### config.mk
export PLATFORM = sky130hd
export DESIGN_NAME = pi1_axi4_sys
export DESIGN_NICKNAME = d
export VERILOG_FILES = /design/src/common/pi1_pkg.sv /design/src/common/axi4_pkg.sv /design/src/hw/pi1q/pi1q.sv /design/src/hw/pi1q_to_axi4/pi1q_to_axi4.sv /design/src/hw/axi4_ram.sv /design/src/hw/pi1_axi4_sys.sv
export SDC_FILE = /design/constraint.sdc
export NUM_CORES = 2
export LEC_CHECK = 0
export BUFFER_PORTS_ARGS = -buffer_cell sky130_fd_sc_hd__buf_2
export CAP_MARGIN = 20
export CORE_MARGIN = 2
export CORE_UTILIZATION = 40
export DETAILED_ROUTE_END_ITERATION = 6
export PLACE_DENSITY = 0.63
export SLEW_MARGIN = 40
export SYNTH_ARGS = -nofsm -noshare
export SYNTH_HDL_FRONTEND = slang
export SYNTH_SLANG_ARGS = --single-unit
### constraint.sdc
create_clock -name axi4_clk_i -period 4.7 [get_ports axi4_clk_i]
set_clock_uncertainty 0.15 [all_clocks]
set_input_delay 0.705 -clock axi4_clk_i [delete_from_list [all_inputs] [get_ports axi4_clk_i]]
set_output_delay 0.705 -clock axi4_clk_i [all_outputs]
set_load 0.02 [all_outputs]
### src/common/pi1_pkg.sv
// PI1 peripheral bus definitions
// Operation codes, bus widths, the request word and arbiter sizing

package pi1_pkg;

	localparam int ARCHBITSZ = 32; // Data word width
	localparam int SELBITSZ = ARCHBITSZ / 8; // One select bit per byte
	localparam int BYTEIDXBITSZ = $clog2(SELBITSZ);
	localparam int ADDRBITSZ = ARCHBITSZ - BYTEIDXBITSZ; // Word address

	typedef enum logic [1:0] {
		PI1_NOOP = 2'b00,
		PI1_WR   = 2'b01,
		PI1_RD   = 2'b10,
		PI1_RW   = 2'b11 // Read old word, then write new one
	} pi1_op_t;

	// One PI1 request as driven by a master
	typedef struct packed {
		pi1_op_t                op;
		logic [ADDRBITSZ-1:0]   addr;
		logic [ARCHBITSZ-1:0]   data;
		logic [SELBITSZ-1:0]    sel;
	} pi1_req_t;

	localparam int PI1Q_MASTERS = 2;
	localparam int PI1Q_GRANTBITSZ = $clog2(PI1Q_MASTERS); // Owner register width

endpackage

### src/common/axi4_pkg.sv
// AXI4 memory port definitions
// Channel payload structs, fixed field values and RAM slave sizing

package axi4_pkg;

	localparam int AXI4_ID_WIDTH = 4;
	localparam int AXI4_ADDR_WIDTH = 32;
	localparam int AXI4_DATA_WIDTH = 32;
	localparam int AXI4_STRB_WIDTH = AXI4_DATA_WIDTH / 8;
	localparam int AXI4_LSB_BITS = $clog2(AXI4_STRB_WIDTH); // Byte index bits

	localparam logic [2:0] AXI4_SIZE_WORD = 3'b010; // 4 bytes per beat
	localparam logic [1:0] AXI4_BURST_INCR = 2'b01;
	localparam logic [1:0] AXI4_RESP_OKAY = 2'b00;

	// Write address channel, also used for read address
	typedef struct packed {
		logic [AXI4_ID_WIDTH-1:0]   id;
		logic [AXI4_ADDR_WIDTH-1:0] addr;
		logic [7:0]                 len;
		logic [2:0]                 size;
		logic [1:0]                 burst;
		logic [0:0]                 lock;
		logic [3:0]                 cache;
		logic [2:0]                 prot;
		logic [3:0]                 qos;
	} axi4_aw_t;

	typedef axi4_aw_t axi4_ar_t;

	typedef struct packed {
		logic [AXI4_DATA_WIDTH-1:0] data;
		logic [AXI4_STRB_WIDTH-1:0] strb;
		logic                       last;
	} axi4_w_t;

	typedef struct packed {
		logic [AXI4_ID_WIDTH-1:0] id;
		logic [1:0]               resp;
	} axi4_b_t;

	typedef struct packed {
		logic [AXI4_ID_WIDTH-1:0]   id;
		logic [AXI4_DATA_WIDTH-1:0] data;
		logic [1:0]                 resp;
		logic                       last;
	} axi4_r_t;

	localparam int RAM_WORDS = 64;
	localparam int RAM_IDX_BITS = $clog2(RAM_WORDS);
	localparam int RAM_LAT_BITS = 2;
	localparam logic [RAM_LAT_BITS-1:0] RAM_RD_LATENCY = 2; // AR accepted to RVALID

endpackage

### src/hw/pi1q/pi1q.sv
// Two-master PI1 arbiter
// The owner keeps the bus until it goes idle; responses return to the owner only
`timescale 1ns/1ps

module pi1q (
	input  logic                                axi4_clk_i,
	input  logic                                reset_i,

	input  pi1_pkg::pi1_req_t                   m_req_i [pi1_pkg::PI1Q_MASTERS],
	output logic [pi1_pkg::ARCHBITSZ-1:0]       m_data_o [pi1_pkg::PI1Q_MASTERS],
	output logic [pi1_pkg::PI1Q_MASTERS-1:0]    m_rdy_o,

	output pi1_pkg::pi1_req_t                   s_req_o,
	input  logic [pi1_pkg::ARCHBITSZ-1:0]       s_data_i,
	input  logic                                s_rdy_i
);

	logic [pi1_pkg::PI1Q_GRANTBITSZ-1:0] owner_q;
	logic [pi1_pkg::PI1Q_GRANTBITSZ-1:0] other;
	logic                                owner_idle;
	logic                                other_wants;

	assign other = owner_q + 1'b1; // Wraps to the next master
	assign owner_idle = (m_req_i[owner_q].op == pi1_pkg::PI1_NOOP);
	assign other_wants = (m_req_i[other].op != pi1_pkg::PI1_NOOP);

	// Ownership can move only once the owner's last response is out
	always_ff @(posedge axi4_clk_i) begin
		if (reset_i) begin
			owner_q <= '0;
		end else if (s_rdy_i && owner_idle && other_wants) begin
			owner_q <= other;
		end
	end

	assign s_req_o = m_req_i[owner_q];

	always_comb begin
		for (int i = 0; i < pi1_pkg::PI1Q_MASTERS; i++) begin
			m_rdy_o[i] = s_rdy_i && (owner_q == i[pi1_pkg::PI1Q_GRANTBITSZ-1:0]);
			m_data_o[i] = m_rdy_o[i] ? s_data_i : '0; // Idle masters see zero
		end
	end

	// A transaction in flight pins the owner
	owner_stable_a: assert property (
		@(posedge axi4_clk_i) disable iff (reset_i)
		!s_rdy_i |=> $stable(owner_q)
	);

endmodule

### src/hw/pi1q_to_axi4/pi1q_to_axi4.sv
// PI1 to AXI4 bridge issuing single-beat transactions
// Swap runs as a read followed by a write to the same address
`timescale 1ns/1ps

module pi1q_to_axi4 (
	input  logic                            axi4_clk_i,
	input  logic                            reset_i,

	input  pi1_pkg::pi1_req_t               s_req_i,
	output logic [pi1_pkg::ARCHBITSZ-1:0]   s_data_o,
	output logic                            s_rdy_o,

	output axi4_pkg::axi4_aw_t              aw_o,
	output logic                            awvalid_o,
	input  logic                            awready_i,

	output axi4_pkg::axi4_w_t               w_o,
	output logic                            wvalid_o,
	input  logic                            wready_i,

	input  axi4_pkg::axi4_b_t               b_i,
	input  logic                            bvalid_i,
	output logic                            bready_o,

	output axi4_pkg::axi4_ar_t              ar_o,
	output logic                            arvalid_o,
	input  logic                            arready_i,

	input  axi4_pkg::axi4_r_t               r_i,
	input  logic                            rvalid_i,
	output logic                            rready_o
);

	logic cyc; // Transaction in flight
	logic we; // Current phase waits on B, else on R
	logic wrpending; // Swap still has its write to do
	logic awvalid_q, wvalid_q, arvalid_q;
	logic bready_q, rready_q;
	logic ack, answer;

	pi1_pkg::pi1_op_t                      op_hold;
	logic [axi4_pkg::AXI4_ADDR_WIDTH-1:0]  axaddr_q;
	logic [axi4_pkg::AXI4_DATA_WIDTH-1:0]  wdata_q;
	logic [axi4_pkg::AXI4_STRB_WIDTH-1:0]  wstrb_q;
	logic [pi1_pkg::ARCHBITSZ-1:0]         rdata_hold;
	logic [pi1_pkg::BYTEIDXBITSZ-1:0]      byte_idx;

	// Byte address points at the lowest selected byte
	always_comb begin
		byte_idx = '0;
		for (int i = pi1_pkg::SELBITSZ - 1; i >= 0; i--) begin
			if (s_req_i.sel[i])
				byte_idx = i[pi1_pkg::BYTEIDXBITSZ-1:0];
		end
	end

	assign ack = cyc && (we ? (bvalid_i && bready_q) : (rvalid_i && rready_q));
	assign s_rdy_o = !reset_i && (!cyc || (ack && !wrpending));
	assign answer = s_rdy_o && cyc;

	always_comb begin
		s_data_o = '0;
		if (answer && op_hold == pi1_pkg::PI1_RW)
			s_data_o = rdata_hold; // Old word from the read phase
		else if (answer && op_hold == pi1_pkg::PI1_RD)
			s_data_o = r_i.data;
	end

	always_ff @(posedge axi4_clk_i) begin
		if (reset_i) begin
			cyc <= 1'b0;
			we <= 1'b0;
			wrpending <= 1'b0;
			awvalid_q <= 1'b0;
			wvalid_q <= 1'b0;
			arvalid_q <= 1'b0;
			bready_q <= 1'b0;
			rready_q <= 1'b0;
		end else begin
			if (awready_i)
				awvalid_q <= 1'b0;
			if (wready_i)
				wvalid_q <= 1'b0;
			if (arready_i)
				arvalid_q <= 1'b0;
			if (s_rdy_o) begin
				cyc <= 1'b0;
				we <= 1'b0;
				wrpending <= 1'b0;
				bready_q <= 1'b0;
				rready_q <= 1'b0;
				case (s_req_i.op)
					pi1_pkg::PI1_WR: begin
						cyc <= 1'b1;
						we <= 1'b1;
						awvalid_q <= 1'b1;
						wvalid_q <= 1'b1;
						bready_q <= 1'b1;
					end
					pi1_pkg::PI1_RD, pi1_pkg::PI1_RW: begin
						cyc <= 1'b1;
						wrpending <= (s_req_i.op == pi1_pkg::PI1_RW);
						arvalid_q <= 1'b1;
						rready_q <= 1'b1;
					end
					default: ;
				endcase
			end else if (wrpending && ack) begin
				we <= 1'b1; // Swap turns into its write phase
				wrpending <= 1'b0;
				rready_q <= 1'b0;
				awvalid_q <= 1'b1;
				wvalid_q <= 1'b1;
				bready_q <= 1'b1;
			end
		end
	end

	always_ff @(posedge axi4_clk_i) begin
		if (s_rdy_o) begin
			op_hold <= s_req_i.op;
			axaddr_q <= {s_req_i.addr, byte_idx};
			wdata_q <= s_req_i.data;
			wstrb_q <= s_req_i.sel;
		end
		if (wrpending && ack)
			rdata_hold <= r_i.data;
	end

	assign aw_o = '{id: '0, addr: axaddr_q, len: 8'd0, size: axi4_pkg::AXI4_SIZE_WORD,
		burst: axi4_pkg::AXI4_BURST_INCR, lock: 1'b0, cache: 4'b0000, prot: 3'b000,
		qos: 4'b0000};
	assign ar_o = aw_o; // Same address and fixed fields
	assign w_o = '{data: wdata_q, strb: wstrb_q, last: 1'b1};

	assign awvalid_o = awvalid_q;
	assign wvalid_o = wvalid_q;
	assign arvalid_o = arvalid_q;
	assign bready_o = bready_q;
	assign rready_o = rready_q;

	// VALID held until the slave takes it
	aw_hold_a: assert property (@(posedge axi4_clk_i) disable iff (reset_i)
		awvalid_o && !awready_i |=> awvalid_o);
	w_hold_a: assert property (@(posedge axi4_clk_i) disable iff (reset_i)
		wvalid_o && !wready_i |=> wvalid_o);
	ar_hold_a: assert property (@(posedge axi4_clk_i) disable iff (reset_i)
		arvalid_o && !arready_i |=> arvalid_o);

	rd_wr_excl_a: assert property (@(posedge axi4_clk_i) disable iff (reset_i)
		!((arvalid_o || rready_o) && (awvalid_o || wvalid_o || bready_o)));

	// Slave echoes the request ID
	bid_echo_a: assert property (@(posedge axi4_clk_i) disable iff (reset_i)
		bvalid_i && bready_o |-> b_i.id == aw_o.id);

endmodule

### src/hw/axi4_ram.sv
// AXI4 single-beat RAM slave
// Fixed read latency, byte strobes on writes, words wrap at the RAM depth
`timescale 1ns/1ps

module axi4_ram (
	input  logic                axi4_clk_i,
	input  logic                reset_i,

	input  axi4_pkg::axi4_aw_t  aw_i,
	input  logic                awvalid_i,
	output logic                awready_o,

	input  axi4_pkg::axi4_w_t   w_i,
	input  logic                wvalid_i,
	output logic                wready_o,

	output axi4_pkg::axi4_b_t   b_o,
	output logic                bvalid_o,
	input  logic                bready_i,

	input  axi4_pkg::axi4_ar_t  ar_i,
	input  logic                arvalid_i,
	output logic                arready_o,

	output axi4_pkg::axi4_r_t   r_o,
	output logic                rvalid_o,
	input  logic                rready_i
);

	localparam int LSB = axi4_pkg::AXI4_LSB_BITS;
	localparam int IDXB = axi4_pkg::RAM_IDX_BITS;

	logic [axi4_pkg::AXI4_DATA_WIDTH-1:0] mem [axi4_pkg::RAM_WORDS];

	logic aw_done, w_done, bvalid_q;
	logic rd_busy, rvalid_q;
	logic aw_fire, w_fire, ar_fire, aw_have, w_have;
	logic [axi4_pkg::RAM_LAT_BITS-1:0] rd_cnt;

	logic [axi4_pkg::AXI4_ADDR_WIDTH-1:0] awaddr_q, wr_addr;
	logic [axi4_pkg::AXI4_DATA_WIDTH-1:0] wdata_q, wr_data, rdata_q;
	logic [axi4_pkg::AXI4_STRB_WIDTH-1:0] wstrb_q, wr_strb;
	logic [axi4_pkg::AXI4_ID_WIDTH-1:0]   bid_q, rid_q;
	logic [IDXB-1:0]                      rd_idx;

	assign awready_o = !aw_done && !bvalid_q;
	assign wready_o = !w_done && !bvalid_q;
	assign arready_o = !rd_busy;
	assign aw_fire = awvalid_i && awready_o;
	assign w_fire = wvalid_i && wready_o;
	assign ar_fire = arvalid_i && arready_o;
	assign aw_have = aw_done || aw_fire;
	assign w_have = w_done || w_fire;

	// Take this cycle's beat or the one latched earlier
	assign wr_addr = aw_done ? awaddr_q : aw_i.addr;
	assign wr_data = w_done ? wdata_q : w_i.data;
	assign wr_strb = w_done ? wstrb_q : w_i.strb;

	always_ff @(posedge axi4_clk_i) begin
		if (reset_i) begin
			aw_done <= 1'b0;
			w_done <= 1'b0;
			bvalid_q <= 1'b0;
			rd_busy <= 1'b0;
			rvalid_q <= 1'b0;
			for (int i = 0; i < axi4_pkg::RAM_WORDS; i++)
				mem[i] <= '0;
		end else begin
			if (aw_have && w_have) begin
				for (int b = 0; b < axi4_pkg::AXI4_STRB_WIDTH; b++) begin
					if (wr_strb[b])
						mem[wr_addr[LSB +: IDXB]][8*b +: 8] <= wr_data[8*b +: 8];
				end
				aw_done <= 1'b0;
				w_done <= 1'b0;
				bvalid_q <= 1'b1;
			end else begin
				aw_done <= aw_have;
				w_done <= w_have;
			end
			if (bvalid_q && bready_i)
				bvalid_q <= 1'b0;

			if (ar_fire) begin
				rd_busy <= 1'b1;
				rd_cnt <= '0;
			end else if (rd_busy && !rvalid_q) begin
				rd_cnt <= rd_cnt + 1'b1;
				if (rd_cnt + 1'b1 == axi4_pkg::RAM_RD_LATENCY) begin
					rvalid_q <= 1'b1;
					rdata_q <= mem[rd_idx];
				end
			end else if (rvalid_q && rready_i) begin
				rvalid_q <= 1'b0;
				rd_busy <= 1'b0;
			end
		end
	end

	always_ff @(posedge axi4_clk_i) begin
		if (aw_fire) begin
			awaddr_q <= aw_i.addr;
			bid_q <= aw_i.id;
		end
		if (w_fire) begin
			wdata_q <= w_i.data;
			wstrb_q <= w_i.strb;
		end
		if (ar_fire) begin
			rd_idx <= ar_i.addr[LSB +: IDXB];
			rid_q <= ar_i.id;
		end
	end

	assign bvalid_o = bvalid_q;
	assign b_o = '{id: bid_q, resp: axi4_pkg::AXI4_RESP_OKAY};
	assign rvalid_o = rvalid_q;
	assign r_o = '{id: rid_q, data: rdata_q, resp: axi4_pkg::AXI4_RESP_OKAY, last: 1'b1};

	// Every read response traces back to an AR accepted the set latency earlier
	r_after_ar_a: assert property (@(posedge axi4_clk_i) disable iff (reset_i)
		$rose(rvalid_o) |-> $past(arvalid_i && arready_o, axi4_pkg::RAM_RD_LATENCY + 1));

endmodule

### src/hw/pi1_axi4_sys.sv
// PI1 to AXI4 subsystem top level
// Two PI1 masters share one bridge through the arbiter, backed by an AXI4 RAM
`timescale 1ns/1ps

module pi1_axi4_sys (
	input  logic                            axi4_clk_i,
	input  logic                            reset_i,

	input  pi1_pkg::pi1_req_t               m0_req_i,
	output logic [pi1_pkg::ARCHBITSZ-1:0]   m0_data_o,
	output logic                            m0_rdy_o,

	input  pi1_pkg::pi1_req_t               m1_req_i,
	output logic [pi1_pkg::ARCHBITSZ-1:0]   m1_data_o,
	output logic                            m1_rdy_o
);

	pi1_pkg::pi1_req_t                     m_req [pi1_pkg::PI1Q_MASTERS];
	logic [pi1_pkg::ARCHBITSZ-1:0]         m_data [pi1_pkg::PI1Q_MASTERS];
	logic [pi1_pkg::PI1Q_MASTERS-1:0]      m_rdy;

	pi1_pkg::pi1_req_t                     s_req;
	logic [pi1_pkg::ARCHBITSZ-1:0]         s_data;
	logic                                  s_rdy;

	axi4_pkg::axi4_aw_t aw;
	axi4_pkg::axi4_w_t  w;
	axi4_pkg::axi4_b_t  b;
	axi4_pkg::axi4_ar_t ar;
	axi4_pkg::axi4_r_t  r;
	logic awvalid, awready, wvalid, wready, bvalid, bready;
	logic arvalid, arready, rvalid, rready;

	assign m_req[0] = m0_req_i;
	assign m_req[1] = m1_req_i;
	assign m0_data_o = m_data[0];
	assign m1_data_o = m_data[1];
	assign m0_rdy_o = m_rdy[0];
	assign m1_rdy_o = m_rdy[1];

	pi1q pi1q_inst (
		.axi4_clk_i (axi4_clk_i), .reset_i (reset_i),
		.m_req_i (m_req), .m_data_o (m_data), .m_rdy_o (m_rdy),
		.s_req_o (s_req), .s_data_i (s_data), .s_rdy_i (s_rdy)
	);

	pi1q_to_axi4 pi1q_to_axi4_inst (
		.axi4_clk_i (axi4_clk_i), .reset_i (reset_i),
		.s_req_i (s_req), .s_data_o (s_data), .s_rdy_o (s_rdy),
		.aw_o (aw), .awvalid_o (awvalid), .awready_i (awready),
		.w_o (w), .wvalid_o (wvalid), .wready_i (wready),
		.b_i (b), .bvalid_i (bvalid), .bready_o (bready),
		.ar_o (ar), .arvalid_o (arvalid), .arready_i (arready),
		.r_i (r), .rvalid_i (rvalid), .rready_o (rready)
	);

	axi4_ram axi4_ram_inst (
		.axi4_clk_i (axi4_clk_i), .reset_i (reset_i),
		.aw_i (aw), .awvalid_i (awvalid), .awready_o (awready),
		.w_i (w), .wvalid_i (wvalid), .wready_o (wready),
		.b_o (b), .bvalid_o (bvalid), .bready_i (bready),
		.ar_i (ar), .arvalid_i (arvalid), .arready_o (arready),
		.r_o (r), .rvalid_o (rvalid), .rready_i (rready)
	);

endmodule

==> out/summary.json <==
{
  "status": {
    "outcome": "finished clean"
  },
  "synthesis": {
    "synth_edf_count": 2206,
    "synth-async-reset-ratio": 0,
    "ys_ff_latch": 2219,
    "post_synth_instance_area_sq_mm": 0.0959,
    "yosys_most_used_dff": "sky130_fd_sc_hd__edfxtp_1",
    "seq_area_frac_synth": 0.693,
    "syn_avg_cell_area_sq_um": 14.5,
    "mappedNetlistNets": 6755,
    "number_of_different_library_cells_in_the_post_synthesis_netlist": 58,
    "syn-instance-count": 6616,
    "synthesis.yosys.warnings": 0
  },
  "cells_and_area": {
    "finish.utilization": 0.461,
    "finish.net_count": 7058,
    "filler_cell_count": 20400,
    "area_delta_synth_final_pct": 14.5,
    "commonest_non_fill_non_tap_cell_in_the_layout": "sky130_fd_sc_hd__edfxtp_1",
    "proportion_of_layout_cells_with_a_drive_suffix_above_1": 0.203,
    "leading_cell_types_in_the_layout_fill_and_taps_excluded": "sky130_fd_sc_hd__edfxtp_1 (2206), sky130_fd_sc_hd__nor2_1 (2146), sky130_fd_sc_hd__nand2_1 (536)"
  },
  "clock_network": {
    "clock_tree_from_tritoncts": "done",
    "worst_setup_hold_path_clk_slew_ns": 0.06,
    "clk_path_buf_depth": 3,
    "cts_num_sinks": 2219,
    "tritoncts.num_buffers": 217,
    "htree_levels": 4,
    "cts.repair.resized": 0,
    "worstSkewPairLatency_ns": 0.87,
    "ctsRootBufferMaster": "sky130_fd_sc_hd__clkbuf_16"
  },
  "critical_path": {
    "worstSetupPathType": "reg -> out",
    "worst_path_dominant_cell_family": "buffers and inverters",
    "timing.critical_path.from_type": "flop",
    "worst-endpoint-required_ns": 3.85,
    "path_max_fanout": 46,
    "end_kind": "output port",
    "timing.critical_path.cells": "nand2_1 -> a21o_1 -> a21oi_4 -> buf_4 -> and2_1 -> buf_2",
    "critPathArrivalTime_ns": 2.89,
    "critPathBufInv": 2,
    "crit_path_top_delay_cell": "sky130_fd_sc_hd__buf_4",
    "cp_slowest_stage_delay_ns": 0.51
  },
  "drt": {
    "drtAntennaViolNets": 0,
    "finalWirelength_mm": 280,
    "vias_per_cell": 5.75,
    "routed-wl-met2_mm": 127,
    "dr_wl_cell_um": 27.3,
    "route.layer.met1.wl_mm": 107,
    "detailed_router_s_first_iteration_violation_count": 8483,
    "route.vias.total": 59100,
    "drc_errors": 0,
    "route.top_layer_used": "met5",
    "route.met3.wl_mm": 32.7,
    "drt_first_pass_iters": 6
  },
  "placement": {
    "detailedPlacementHpwl_mm": 186,
    "place.gp.congestion": 0.913,
    "buffers_on_ports": 155
  },
  "power": {
    "fin_total_pwr_mw": 43.2,
    "power.static_leakage_nw": 38.9,
    "p_per_area_mw_per_mm2": 393,
    "vdd_ir_drop_max_mv": 0.349
  },
  "global_route": {
    "globalRoute.totalOverflow": 0,
    "grt_antenna_before_repair": 11,
    "first_global_vias": 58000,
    "grt_first_pass_wirelength_mm": 405,
    "grt_start_max_net_pins": 101,
    "grt_use_total": 0.228
  },
  "sta": {
    "fmaxAchievable_mhz": 267,
    "max_slew_margin": 0.368,
    "tightestPinTransition_ns": 0.947,
    "finalHoldViolations": 0,
    "rsz0062_at_grt": "false",
    "finalMaxSlewViolations": 0,
    "fin_setup_tns_ns": 0,
    "setup_violations": 0,
    "timing.final.crit_period_ns": 3.75,
    "final_min_period_over_clock_period": 0.797
  },
  "run": {
    "max_cap_violations": 0
  },
  "floorplan": {
    "rows": 179,
    "floorplan.core_area_sq_mm": 0.238,
    "die_height_um": 494,
    "top_level_ports": 204,
    "die_span_in_x_um": 494,
    "floorplan.initialDensity": 0.403,
    "die_area_sq_mm": 0.244
  },
  "worst_hold_path": {
    "min_path_type": "in -> reg"
  }
}
## logic make-up after synthesis
kind of cell	after synthesis	share of synthesized area
buffers and inverters	461	0.0235
flip-flops	2219	0.693
multiplexers	765	0.144
AO/OA/AOI/OAI	311	0.0232
adder cells (fa/ha/maj)	1	0.000130
AND/OR/NAND/NOR	2859	0.116
## path summary, 6_finish.rpt
check	from	endpoint	slack [ns]	cells past startpoint
max	axi4_ram_inst.bvalid_o$_SDFFE_PP0N_	m1_rdy_o	0.95	6
min reg2reg	axi4_ram_inst.rdata_q[11]$_DFFE_PP_	pi1q_to_axi4_inst.rdata_hold[11]$_DFFE_PP_	0.30	0
max reg2reg	axi4_ram_inst.rd_idx[2]$_DFFE_PP_	axi4_ram_inst.rdata_q[17]$_DFFE_PP_	0.98	7
min	m1_req_i[66]	pi1q_inst.owner_q$_SDFFE_PP0P_	0.05	3
## through the flow
| step | setup WS, ns | cells | hold slack, ns | area (sq um) |
|---|---|---|---|---|
| 2_1_floorplan | 0.530 | 6616 | 0.276 | 95900 |
| 3_3_place_gp | 0.584 | 9767 | 0.287 | 102000 |
| 3_5_place_dp | 1.13 | 9782 | 0.298 | 102000 |
| 4_1_cts | 0.902 | 10300 | 0.00361 | 110000 |
| 5_1_grt | 0.742 | 10300 | 0.0597 | 110000 |
| 6_report | 0.954 | 10300 | 0.0548 | 110000 |
## where the power goes
| part | internal [mW] | leakage (nW) | total [mW] | switching [mW] |
|---|---|---|---|---|
| registers | 22.4 | 22.7 | 22.6 | 0.235 |
| clock network | 9.83 | 3.44 | 17.5 | 7.67 |
| logic | 1.02 | 12.7 | 3.06 | 2.04 |
## sequential cells by signal (all words and copies together) (netlist names), 6 cells and up
register                      count
axi4_ram_inst.rd_idx              6
pi1q_to_axi4_inst.wdata_q        32
axi4_ram_inst.mem              2048
axi4_ram_inst.wdata_q            32
pi1q_to_axi4_inst.rdata_hold     32
axi4_ram_inst.rdata_q            32
pi1q_to_axi4_inst.axaddr_q        6
axi4_ram_inst.awaddr_q            6
## final cells by class
cell class	instances	area, sq um	area share
inverter	8	37.5	0.000342
sequential	2219	66500	0.605
timing repair buffer	537	4470	0.0407
antenna	14	35.0	0.000319
tap	3167	3960	0.0361
clock buffer	258	5610	0.0510
clock inverter	136	1420	0.0129
multi-input combinational	3936	27800	0.253
## metal layers
layer | track usage | vias to the layer above
met5 | 0.00861 | -
met4 | 0.0969 | 10
met3 | 0.0609 | 532
met2 | 0.345 | 3341
met1 | 0.309 | 30200
li1 | - | 25100
## cells in the mapped netlist (all sizes together) (6+ instances only)
cell | instances | area share
a211o | 11 | 0.0010
o21ai | 21 | 0.0016
a31oi | 9 | 0.00059
o211ai | 9 | 0.00070
nor2 | 2196 | 0.086
nor3b | 9 | 0.00086
nand2 | 544 | 0.021
o22ai | 32 | 0.0021
mux2 | 52 | 0.0061
and3b | 6 | 0.00055
nand3 | 21 | 0.0011
nor2b | 20 | 0.0013
nor3 | 16 | 0.00083
mux2i | 226 | 0.024
mux4 | 487 | 0.11
inv | 8 | 0.00031
dfxtp | 13 | 0.0027
a21oi | 61 | 0.0032
buf | 167 | 0.012
a311oi | 18 | 0.0016
a22oi | 109 | 0.0085
edfxtp | 2206 | 0.69
clkbuf | 286 | 0.011
o221ai | 22 | 0.0021
and3 | 26 | 0.0017
## worst register-to-register path, delay by kind of cell (launching register included)
kind / cells / cell delay (ns)
AO/OA/AOI/OAI: 2 / 0.63
buffers and inverters: 2 / 0.92
flip-flops: 1 / 0.84
AND/OR/NAND/NOR: 3 / 0.90
## timing repair
action | 4_1_cts | 5_1_grt
endpoints found under the hold margin | 42 | 0
setup buffers | 0 | 0
hold buffers | 84 | 0
(Power assumes the default switching activity.)
